===== config.mk =====
export PLATFORM = sky130hd
export DESIGN_NAME = weight_read_top
export DESIGN_NICKNAME = d
export VERILOG_FILES = /design/src/logic/weight_read_pkg.sv /design/src/logic/read_config.sv /design/src/logic/weight_fetch.sv /design/src/logic/weight_buffer.sv /design/src/logic/weight_stream.sv /design/src/logic/weight_read_top.sv
export SDC_FILE = /design/constraint.sdc
export NUM_CORES = 2
export LEC_CHECK = 0
export BUFFER_PORTS_ARGS = -buffer_cell sky130_fd_sc_hd__buf_4
export CORE_MARGIN = 1
export CORE_UTILIZATION = 65
export DETAILED_ROUTE_END_ITERATION = 8
export PLACE_DENSITY_LB_ADDON = 0.05
export SLEW_MARGIN = 20
export SYNTH_ARGS = -nofsm -noshare
export SYNTH_HDL_FRONTEND = slang
export SYNTH_SLANG_ARGS = --single-unit
export TNS_END_PERCENT = 20

===== constraint.sdc =====
create_clock -name clk -period 12.6 [get_ports clk]
set_clock_uncertainty 0.2 [all_clocks]
set_input_delay 0.63 -clock clk [delete_from_list [all_inputs] [get_ports clk]]
set_output_delay 0.63 -clock clk [all_outputs]
set_load 0.01 [all_outputs]

===== src/logic/weight_read_pkg.sv =====
package weight_read_pkg;

   // external bus widths
   localparam int ADDR_W = 16;
   localparam int DATA_W = 32;

   // 64-word on-chip weight buffer
   localparam int BUF_ADDR_W = 6;

   // length, iteration and period counts
   localparam int CNT_W = 8;

   // cpu register index
   localparam int CFG_ADDR_W = 3;

   typedef logic [ADDR_W-1:0]     addr_t;
   typedef logic [DATA_W-1:0]     data_t;
   typedef logic [BUF_ADDR_W-1:0] buf_addr_t;
   typedef logic [CNT_W-1:0]      cnt_t;
   typedef logic [CFG_ADDR_W-1:0] cfg_addr_t;

   // fetch setup
   localparam cfg_addr_t CFG_EXT_ADDR = 3'd0;
   localparam cfg_addr_t CFG_LEN      = 3'd1;
   localparam cfg_addr_t CFG_INT_ADDR = 3'd2;

   // stream read pattern
   localparam cfg_addr_t CFG_ITER     = 3'd3;
   localparam cfg_addr_t CFG_PER      = 3'd4;
   localparam cfg_addr_t CFG_START    = 3'd5;
   localparam cfg_addr_t CFG_SHIFT    = 3'd6;
   localparam cfg_addr_t CFG_INCR     = 3'd7;

endpackage


===== src/logic/read_config.sv =====
module read_config import weight_read_pkg::*; (
   input  logic      clk,
   input  logic      rst,
   input  logic      cfg_valid,
   input  logic      cfg_we,
   input  cfg_addr_t cfg_addr,
   input  data_t     cfg_wdata,
   input  logic      run,
   output addr_t     ext_addr,
   output cnt_t      len,
   output buf_addr_t int_addr,
   output cnt_t      iter,
   output cnt_t      per,
   output buf_addr_t start,
   output buf_addr_t shift,
   output buf_addr_t incr
);

   // working copies, written by the cpu at any time
   addr_t     ext_addr_w;
   cnt_t      len_w;
   buf_addr_t int_addr_w;
   cnt_t      iter_w;
   cnt_t      per_w;
   buf_addr_t start_w;
   buf_addr_t shift_w;
   buf_addr_t incr_w;

   always_ff @(posedge clk or posedge rst) begin
      if (rst) begin
         ext_addr_w <= '0;
         len_w      <= '0;
         int_addr_w <= '0;
         iter_w     <= '0;
         per_w      <= '0;
         start_w    <= '0;
         shift_w    <= '0;
         incr_w     <= '0;
      end else if (cfg_valid && cfg_we) begin
         case (cfg_addr)
            CFG_EXT_ADDR: ext_addr_w <= cfg_wdata[ADDR_W-1:0];
            CFG_LEN:      len_w      <= cfg_wdata[CNT_W-1:0];
            CFG_INT_ADDR: int_addr_w <= cfg_wdata[BUF_ADDR_W-1:0];
            CFG_ITER:     iter_w     <= cfg_wdata[CNT_W-1:0];
            CFG_PER:      per_w      <= cfg_wdata[CNT_W-1:0];
            CFG_START:    start_w    <= cfg_wdata[BUF_ADDR_W-1:0];
            CFG_SHIFT:    shift_w    <= cfg_wdata[BUF_ADDR_W-1:0];
            default:      incr_w     <= cfg_wdata[BUF_ADDR_W-1:0];
         endcase
      end
   end

   // shadow set, frozen for the whole run
   always_ff @(posedge clk or posedge rst) begin
      if (rst) begin
         ext_addr <= '0;
         len      <= '0;
         int_addr <= '0;
         iter     <= '0;
         per      <= '0;
         start    <= '0;
         shift    <= '0;
         incr     <= '0;
      end else if (run) begin
         ext_addr <= ext_addr_w;
         len      <= len_w;
         int_addr <= int_addr_w;
         iter     <= iter_w;
         per      <= per_w;
         start    <= start_w;
         shift    <= shift_w;
         incr     <= incr_w;
      end
   end

endmodule


===== src/logic/weight_fetch.sv =====
module weight_fetch import weight_read_pkg::*; (
   input  logic      clk,
   input  logic      rst,
   input  logic      run,
   input  addr_t     ext_addr,
   input  cnt_t      len,
   input  buf_addr_t int_addr,
   input  logic      wb_ack,
   input  data_t     wb_dat_i,
   output logic      wb_cyc,
   output logic      wb_stb,
   output addr_t     wb_adr,
   output logic      wr_en,
   output buf_addr_t wr_addr,
   output data_t     wr_data,
   output logic      fetch_done
);

   typedef enum logic {
      IDLE,
      BUSY
   } state_t;

   state_t state;

   // index of the transfer in progress
   cnt_t xfer_cnt;

   logic last_seen;
   logic xfer_open;

   // shadow values become valid one cycle after run,
   // so the length compare is done from the busy state
   assign last_seen = (state == BUSY) && (xfer_cnt == len);
   assign xfer_open = (state == BUSY) && (xfer_cnt != len);

   always_ff @(posedge clk or posedge rst) begin
      if (rst) begin
         state    <= IDLE;
         xfer_cnt <= '0;
      end else begin
         case (state)
            IDLE: begin
               if (run) begin
                  state    <= BUSY;
                  xfer_cnt <= '0;
               end
            end
            default: begin
               if (last_seen) begin
                  state <= IDLE;
               end else if (wb_ack) begin
                  xfer_cnt <= xfer_cnt + 1'b1;
               end
            end
         endcase
      end
   end

   // classic cycle held until the slave acks
   assign wb_cyc = xfer_open;
   assign wb_stb = xfer_open;
   assign wb_adr = ext_addr + addr_t'(xfer_cnt);

   // acked word goes straight into the buffer
   assign wr_en   = xfer_open && wb_ack;
   assign wr_addr = int_addr + xfer_cnt[BUF_ADDR_W-1:0];
   assign wr_data = wb_dat_i;

   // high one cycle after the last ack, or right after run for len zero
   assign fetch_done = last_seen;

endmodule


===== src/logic/weight_buffer.sv =====
module weight_buffer import weight_read_pkg::*; (
   input  logic      clk,
   input  logic      wr_en,
   input  buf_addr_t wr_addr,
   input  data_t     wr_data,
   input  logic      rd_en,
   input  buf_addr_t rd_addr,
   output data_t     rd_data
);

   localparam int DEPTH = 2 ** BUF_ADDR_W;

   data_t mem [0:DEPTH-1];

   // write port, fed by the fetch engine
   always_ff @(posedge clk) begin
      if (wr_en) begin
         mem[wr_addr] <= wr_data;
      end
   end

   // registered read port, one cycle latency
   always_ff @(posedge clk) begin
      if (rd_en) begin
         rd_data <= mem[rd_addr];
      end
   end

endmodule


===== src/logic/weight_stream.sv =====
module weight_stream import weight_read_pkg::*; (
   input  logic      clk,
   input  logic      rst,
   input  logic      fetch_done,
   input  cnt_t      iter,
   input  cnt_t      per,
   input  buf_addr_t start,
   input  buf_addr_t shift,
   input  buf_addr_t incr,
   input  data_t     rd_data,
   output logic      rd_en,
   output buf_addr_t rd_addr,
   output data_t     weight_out,
   output logic      weight_valid,
   output logic      busy
);

   logic      gen_active;
   cnt_t      iter_cnt;
   cnt_t      per_cnt;
   buf_addr_t row_base;
   buf_addr_t addr;
   logic      rd_valid;
   logic      per_last;
   logic      iter_last;

   assign per_last  = (per_cnt == per - 1'b1);
   assign iter_last = (iter_cnt == iter - 1'b1);

   // nested loop address generator, one read per cycle
   always_ff @(posedge clk or posedge rst) begin
      if (rst) begin
         gen_active <= 1'b0;
         iter_cnt   <= '0;
         per_cnt    <= '0;
         row_base   <= '0;
         addr       <= '0;
      end else if (fetch_done) begin
         // empty pattern when either count is zero
         gen_active <= (iter != '0) && (per != '0);
         iter_cnt   <= '0;
         per_cnt    <= '0;
         row_base   <= start;
         addr       <= start;
      end else if (gen_active) begin
         if (per_last) begin
            per_cnt  <= '0;
            row_base <= row_base + shift;
            addr     <= row_base + shift;
            if (iter_last) begin
               gen_active <= 1'b0;
            end else begin
               iter_cnt <= iter_cnt + 1'b1;
            end
         end else begin
            per_cnt <= per_cnt + 1'b1;
            addr    <= addr + incr;
         end
      end
   end

   assign rd_en   = gen_active;
   assign rd_addr = addr;

   // two stage valid pipe, buffer read then output register
   always_ff @(posedge clk or posedge rst) begin
      if (rst) begin
         rd_valid     <= 1'b0;
         weight_valid <= 1'b0;
      end else begin
         rd_valid     <= rd_en;
         weight_valid <= rd_valid;
      end
   end

   always_ff @(posedge clk) begin
      if (rd_valid) begin
         weight_out <= rd_data;
      end
   end

   // drops on the cycle after the last valid weight
   assign busy = gen_active || rd_valid || weight_valid;

endmodule


===== src/logic/weight_read_top.sv =====
module weight_read_top import weight_read_pkg::*; (
   input  logic      clk,
   input  logic      rst,
   input  logic      cfg_valid,
   input  logic      cfg_we,
   input  cfg_addr_t cfg_addr,
   input  data_t     cfg_wdata,
   input  logic      run,
   input  logic      wb_ack,
   input  data_t     wb_dat_i,
   output logic      done,
   output logic      wb_cyc,
   output logic      wb_stb,
   output addr_t     wb_adr,
   output data_t     weight_out,
   output logic      weight_valid
);

   addr_t     ext_addr;
   cnt_t      len;
   buf_addr_t int_addr;
   cnt_t      iter;
   cnt_t      per;
   buf_addr_t start;
   buf_addr_t shift;
   buf_addr_t incr;
   logic      wr_en;
   buf_addr_t wr_addr;
   data_t     wr_data;
   logic      fetch_done;
   logic      rd_en;
   buf_addr_t rd_addr;
   data_t     rd_data;
   logic      stream_busy;
   logic      fetch_phase;
   logic      run_ok;

   // run only taken when idle
   assign run_ok = run && done;

   // fetch phase runs from an accepted run up to fetch_done
   always_ff @(posedge clk or posedge rst) begin
      if (rst) begin
         fetch_phase <= 1'b0;
      end else if (run_ok) begin
         fetch_phase <= 1'b1;
      end else if (fetch_done) begin
         fetch_phase <= 1'b0;
      end
   end

   assign done = !(fetch_phase || stream_busy);

   read_config read_config_inst (
      .clk, .rst, .cfg_valid, .cfg_we, .cfg_addr, .cfg_wdata, .run(run_ok),
      .ext_addr, .len, .int_addr, .iter, .per, .start, .shift, .incr
   );

   weight_fetch weight_fetch_inst (
      .clk, .rst, .run(run_ok), .ext_addr, .len, .int_addr, .wb_ack, .wb_dat_i,
      .wb_cyc, .wb_stb, .wb_adr, .wr_en, .wr_addr, .wr_data, .fetch_done
   );

   weight_buffer weight_buffer_inst (
      .clk, .wr_en, .wr_addr, .wr_data, .rd_en, .rd_addr, .rd_data
   );

   weight_stream weight_stream_inst (
      .clk, .rst, .fetch_done, .iter, .per, .start, .shift, .incr, .rd_data,
      .rd_en, .rd_addr, .weight_out, .weight_valid, .busy(stream_busy)
   );

endmodule


# After elaboration in Yosys (flattened, before gate mapping)
# Memories as Yosys holds them, arrays and structs flattened. A register that Yosys moved wholly into a read port is not among the register bits.
# Index checks and enable logic that the tools add are counted.
[totals]
mem_count = 1
ff_bits = 201
mem_bits_rw = 2048
inputBits = 73
out_inout_bits = 52
[op_classes]
n_bitwise = 1
n_mux = 28
add_sub_neg = 9
n_eq_ne = 13
reduce_logical = 29
[mem_list]
columns = ["memory", "words", "word_bits", "read_ports", "rd_clocked_by_memory_dff", "write_ports", "line", "rtl"]
rows = [
  ["weight_buffer_inst.mem", 64, 32, 1, 1, 1, "weight_buffer.sv:13", "data_t mem [0:DEPTH-1];"],
]
[ops]
columns = ["cell", "count"]
rows = [
  ["8-bit 2-to-1 mux", 11],
  ["6-bit 2-to-1 mux", 6],
  ["8-bit by 1-bit adder with 8-bit output, second input constant", 3],
  ["8-bit equality test", 3],
  ["6-bit adder", 3],
  ["2-bit AND reduction", 9],
  ["16-bit by 8-bit adder with 16-bit output", 1],
  ["8-bit nonzero test", 2],
  ["8-bit by 1-bit subtractor with 8-bit output, second input constant", 2],
  ["1-bit 2-to-1 mux", 11],
  ["3-bit equality test, second input constant", 3],
  ["8-bit inequality test", 1],
  ["2-bit nonzero test", 4],
  ["7-bit OR reduction", 1],
  ["3-bit by 2-bit equality test with 1-bit output, second input constant", 2],
  ["1-bit logical AND", 6],
  ["2-bit inequality test, second input constant", 3],
  ["3-bit AND reduction", 2],
  ["3-bit by 1-bit equality test with 1-bit output, second input constant", 1],
  ["3-bit logical NOT", 1],
  ["1-bit logical OR", 3],
  ["1-bit logical NOT", 1],
  ["1-bit NOT", 1],
]

# Longest topological paths before layout
[depth]
depth_word = 7
ltp_mapped = 12
ltp_nobuf = 10

# By module
# Synthesis repeated with hierarchy kept, for this count alone.
[hier_totals]
hier_cells = 4086
hier_area_um2 = 88623.7
[by_module_without_submodules]
columns = ["mod", "area_per_inst_um2", "n_inst", "cells_per_inst"]
rows = [
  ["weight_buffer", 78835.6, 1, 3324],
  ["read_config", 4837.1, 1, 280],
  ["weight_stream", 3453.3, 1, 303],
  ["weight_fetch", 1441.4, 1, 173],
  ["weight_read_top", 56.3, 1, 6],
]

# Least setup slack after synthesis
# Ideal clock, no wire load.
[synth_path]
path_type = "flip-flop to flip-flop"
startpoint = "register weight_fetch_inst.xfer_cnt[0]"
endpoint = "memory weight_buffer_inst.mem[49][0] in the netlist's numbering (enable)"
t_arrival_ns = 3.318
path_slack_ns = 8.661
period_less_slack_ns = 3.939
required_time_ns = 11.979
setup_time_ns = 0.421
path_stages_with_launch = 11
path_cell_list = "dfrtp_1 -> ha_1 -> inv_1 -> fa_1 -> inv_1 -> a21o_1 -> a21oi_1 -> xnor2_1 -> nor2b_1 -> nand2_1 -> nor2_1"
[synth_via]
elab_chain_cells = 5
[synth_rtl]
columns = ["element", "line", "rtl"]
rows = [
  ["start: declaration", "weight_fetch.sv:27", "cnt_t xfer_cnt;"],
  ["start signal: assignment", "weight_fetch.sv:53", "xfer_cnt <= xfer_cnt + 1'b1;"],
  ["8-bit inequality test", "weight_fetch.sv:35", "assign xfer_open = (state == BUSY) && (xfer_cnt != len);"],
  ["1-bit logical AND", "weight_fetch.sv:35", ""],
  ["1-bit logical AND", "weight_fetch.sv:66", "assign wr_en = xfer_open && wb_ack;"],
  ["1-bit 2-to-1 mux", "weight_buffer.sv:17", "if (wr_en) begin"],
  ["1-bit 2-to-1 mux (not written as such)", "weight_buffer.sv:18", "mem[wr_addr] <= wr_data;"],
  ["end: declaration", "weight_buffer.sv:13", ""],
]
# Several ways; a longest one is shown, not always the timed one.

# Worst setup path in the final report
[layout_path]
startpoint = "register weight_fetch_inst.xfer_cnt[0]"
endpoint = "memory weight_buffer_inst.mem[29][28] in the netlist's numbering (enable)"
# The elaborated chain is that of the path after synthesis.

==> reports/qor.csv <==
stage;metric;value;unit
power_and_ir_drop;power.net_switching;2.863;mW
power_and_ir_drop;clkPwrFrac;42.9;%
power_and_ir_drop;powerDensity;151.2;nW/um^2
route;avgViaCountPerCell;7.014;
cts;h-tree-depth;4;
setup_path;worstRegToRegCells;10;
timing;layout_worst_path_cycle_share;39.24;%
cts;cts_inserted_buffers;215;
cells_and_area;layout_common_cells;2,112 x edfxtp_1, 664 x mux4_2, 223 x clkbuf_16;
timing;postLayoutSetupSlackWorst;7.656;ns
global_route;grt_first_pass_wirelength;302400;um
power_and_ir_drop;pwr-share-comb;1.2;%
synth;postSynthRegisterBits;2281;
floorplanning;floorplan.core_area;134000;sq um
run;maxCapViolations;0;
synth;synth_cell_types;59;
cts;cts_tree;yes;
setup_path;setup.worst_path.start_class;register;
timing;tightest_slew;1.133;ns
setup_path;cpMaxStageDelayCell;nor2_4;
cts;insertion_delay;0.83;ns
global_route;grt_overflow;0;
synth;synth-edff-count;2112;
cts;total_of_hold_buffers_inserted_after_clock_tree_synthesis;17;
synth;synth_nets;3856;
power_and_ir_drop;power_frac_seq;55.9;%
setup_path;reg2reg_setup_slack;7.66;ns
synth;post_synth.cell_area_avg;23.48;sq um
cts;postCtsResizedCells;0;
floorplanning;rows;134;
placement;routabilityCongestion;0.8332;
route;number_of_vias_in_the_routed_layout;41720;
hold_path;worst_hold_path.endpoint;weight_fetch_inst.xfer_cnt[5]$_DFFE_PP0P_;
cells_and_area;final_common_cell;edfxtp_1;
timing;timing_hold_violations_final;0;
timing;setup_repair_after_global_routing_missed_its_margin;no;
outcome;status;finished clean;
placement;place.port_buffers;108;
timing;maxSlewHeadroom;24.46;%
power_and_ir_drop;p_int;12.05;mW
floorplanning;pin_count;125;
cells_and_area;drive_gt1_share;32.87;%
power_and_ir_drop;vdd_drop_max;0.1421;mV
hold_path;hold_path_startpoint;run;
power_and_ir_drop;netSwitchingFraction;19.20;%
global_route;grt_util_all_layers;31.75;%
route;drt.antenna.violating_nets;0;
floorplanning;start_util;65.72;%
hold_path;worstHoldPathCells;4;
synth;synth.yosys.warnings;0;
route;drt_first_pass_iters;5;
setup_path;r2r-end;weight_buffer_inst.mem[29][28]$_DFFE_PP_;
floorplanning;floorplan_die_area;136900;sq um
power_and_ir_drop;report.power.total;14.91;mW
floorplanning;die_x;370.0;um
cts;tritoncts_num_sinks;2281;
synth;netlist_area;88030;sq um
setup_path;setup.worst_path.end_class;register;
placement;dp_worst_setup_slack;7.713;ns
setup_path;critical_path_required;12.87;ns
synth;ys.flop_type;edfxtp_1;
synth;ys_seq_area_share;76.85;%
placement;post-dp-hpwl;111800;um
cts;clk_root_buffer_cell;clkbuf_16;
timing;max_freq;0.2023;GHz
setup_path;crit_chain;ha_1, inv_1, fa_1, inv_1, a21o_1, a21oi_1, xnor2_1, nand3_1, nor2_4, buf_4;
synth;synth_async_sr_flop_share;7.409;%
timing;timing.final.crit_period;4.944;ns
cells_and_area;layout.nets;4108;
setup_path;max_stage_delay;0.95;ns
timing;worst_case_hold_slack;0.09640;ns
floorplanning;fp.dieH;370.0;um
global_route;number_of_antenna_violations_at_the_first_check_in_global_routing;2;
cells_and_area;syn_to_final_growth;12.06;%
synth;synthCells;3750;
cells_and_area;antenna-diode-count;0;
setup_path;worst-setup-path-type;reg2reg;
setup_path;cp_max_fo;17;
route;finalWirelength;211500;um
global_route;vias_in_the_first_global_route;42750;
cts;clk_transition_reported_paths;0.06;ns
timing;final_max_slew_viol_count;0;
route;wl_per_cell;35.56;um
global_route;grt_start_max_net_pins;144;
cts;cts.path.max_buffers;3;
route;initialDrtViolationCount;5652;
setup_path;worstPathArrival;5.21;ns
setup_path;critical_path.reg2reg.startpoint;weight_fetch_inst.xfer_cnt[0]$_DFFE_PP0P_;
timing;fin_tns_setup;0;ns
power_and_ir_drop;leakagePower;30.93;nW
route;route.detailed.drc;0;
cts;postCtsSetupRepairBufs;0;
cells_and_area;final_util;73.64;%
timing;setup_violation_total_in_the_final_timing_report;0;
setup_path;cpMostUsedCell;inv_1;
hold_path;min_path_type;in2reg;
## routing by layer
metal,wire [um],GRT usage [%],vias to the layer above
met5,0,0,-
met4,5998,9.576,0
met3,21520,5.907,380
met2,104500,50.68,2684
met1,79460,45.76,22270
li1,-,-,16390
## power by group through the flow
stage | clock network, mW | logic [mW] | registers [mW]
floorplan | 0 | 0.0525 | 8.49
global placement | 0 | 0.154 | 8.49
detailed placement | 0 | 0.172 | 8.50
CTS | 6.45 | 0.176 | 8.34
global route | 6.73 | 0.193 | 8.34
finish | 6.40 | 0.177 | 8.34
## synthesized netlist by cell type, types with 2 or more instances
cell      count  area (sq um)
a211oi_1      3         22.52
a21o_1        7         52.55
a21oi_1      33         165.2
a221oi_1      2         17.52
a31oi_1       2         12.51
a32o_1        4         40.04
and2_1        2         12.51
and3_1        9         56.30
buf_1        20         75.07
buf_2        52         260.3
buf_4         4         30.03
buf_6         5         56.30
clkbuf_1     98         367.9
dfrtp_1     169          4229
edfxtp_1   2112         63420
fa_1          4         80.08
ha_1         29         362.9
inv_1        28         105.1
mux2_2      139          1565
mux2i_1      18         180.2
mux4_2      664         14950
nand2_1      45         168.9
nand2b_1      7         43.79
nand3_1      26         130.1
nand3b_1      4         30.03
nand4_1       7         43.79
nor2_1       96         360.4
nor2b_1       7         43.79
nor3_1        6         30.03
nor3b_1       6         45.04
o21a_1        3         22.52
o21ai_0      29         145.1
o21ai_1       3         15.01
o21bai_1      5         37.54
o22ai_1       2         12.51
o31ai_1       3         22.52
or2_2         3         18.77
or3_1        13         81.33
or4_1         2         15.01
xnor2_1      36         315.3
xor2_1       25         219.0
## kinds of logic after synthesis
kind of cell             after synthesis  share of synthesized area (%)
adder cells (fa/ha/maj)               33                         0.5031
multiplexers                         821                          18.97
XOR/XNOR                              61                         0.6069
AND/OR/NAND/NOR                      238                          1.276
buffers and inverters                207                          1.016
AO/OA/AOI/OAI                        109                         0.7817
flip-flops                          2281                          76.85
## area by class of cell
type                       instances  area [sq um]
clock buffer                     275          5806
clock inverter                   120          1146
fill                            7193         35320
inverter                          28         110.1
multi-input combinational       1262         19970
sequential                      2281         67670
tap                             1768          2212
timing repair buffer             214          1728
## sequential cells by signal, summed over array words and instances (netlist names), 16 cells and up
| signal | flops |
|---|---|
| weight_buffer_inst.mem | 2048 |
| read_config_inst.ext_addr_w | 16 |
| weight_buffer_inst.rd_data | 32 |
| weight_stream_inst.weight_out | 32 |
| read_config_inst.ext_addr | 16 |
## worst max-delay path by stage
stage / from / endpoint / slack [ns] / cells after the start
2_1_floorplan: rst / fetch_phase$_DFFE_PP0P_ / 7.19 / 1
3_3_place_gp: weight_fetch_inst.xfer_cnt[0]$_DFFE_PP0P_ / weight_buffer_inst.mem[29][20]$_DFFE_PP_ / 7.79 / 10
3_5_place_dp: weight_fetch_inst.xfer_cnt[0]$_DFFE_PP0P_ / weight_buffer_inst.mem[31][28]$_DFFE_PP_ / 7.71 / 10
4_1_cts: weight_fetch_inst.xfer_cnt[0]$_DFFE_PP0P_ / weight_buffer_inst.mem[31][0]$_DFFE_PP_ / 7.71 / 10
5_1_grt: weight_fetch_inst.xfer_cnt[0]$_DFFE_PP0P_ / weight_buffer_inst.mem[24][25]$_DFFE_PP_ / 7.51 / 10
6_report: weight_fetch_inst.xfer_cnt[0]$_DFFE_PP0P_ / weight_buffer_inst.mem[29][28]$_DFFE_PP_ / 7.66 / 10
## metrics by stage
stage,std cells,cell area (sq um)
after floorplan,3750,88030
after global placement,5536,91520
after detailed placement,5536,91520
after CTS,5948,98640
after global routing,5948,98650
final,5948,98650
## critical path, delay by kind of cell, from the launching register on
family          cells  cell delay [ns]
compound gates      2             0.18
xor+xnor            1             0.56
fa+ha+maj           2             0.73
buf+inv             3             0.67
flops               1             0.48
simple gates        2             1.74
(Power assumes the default switching activity.)
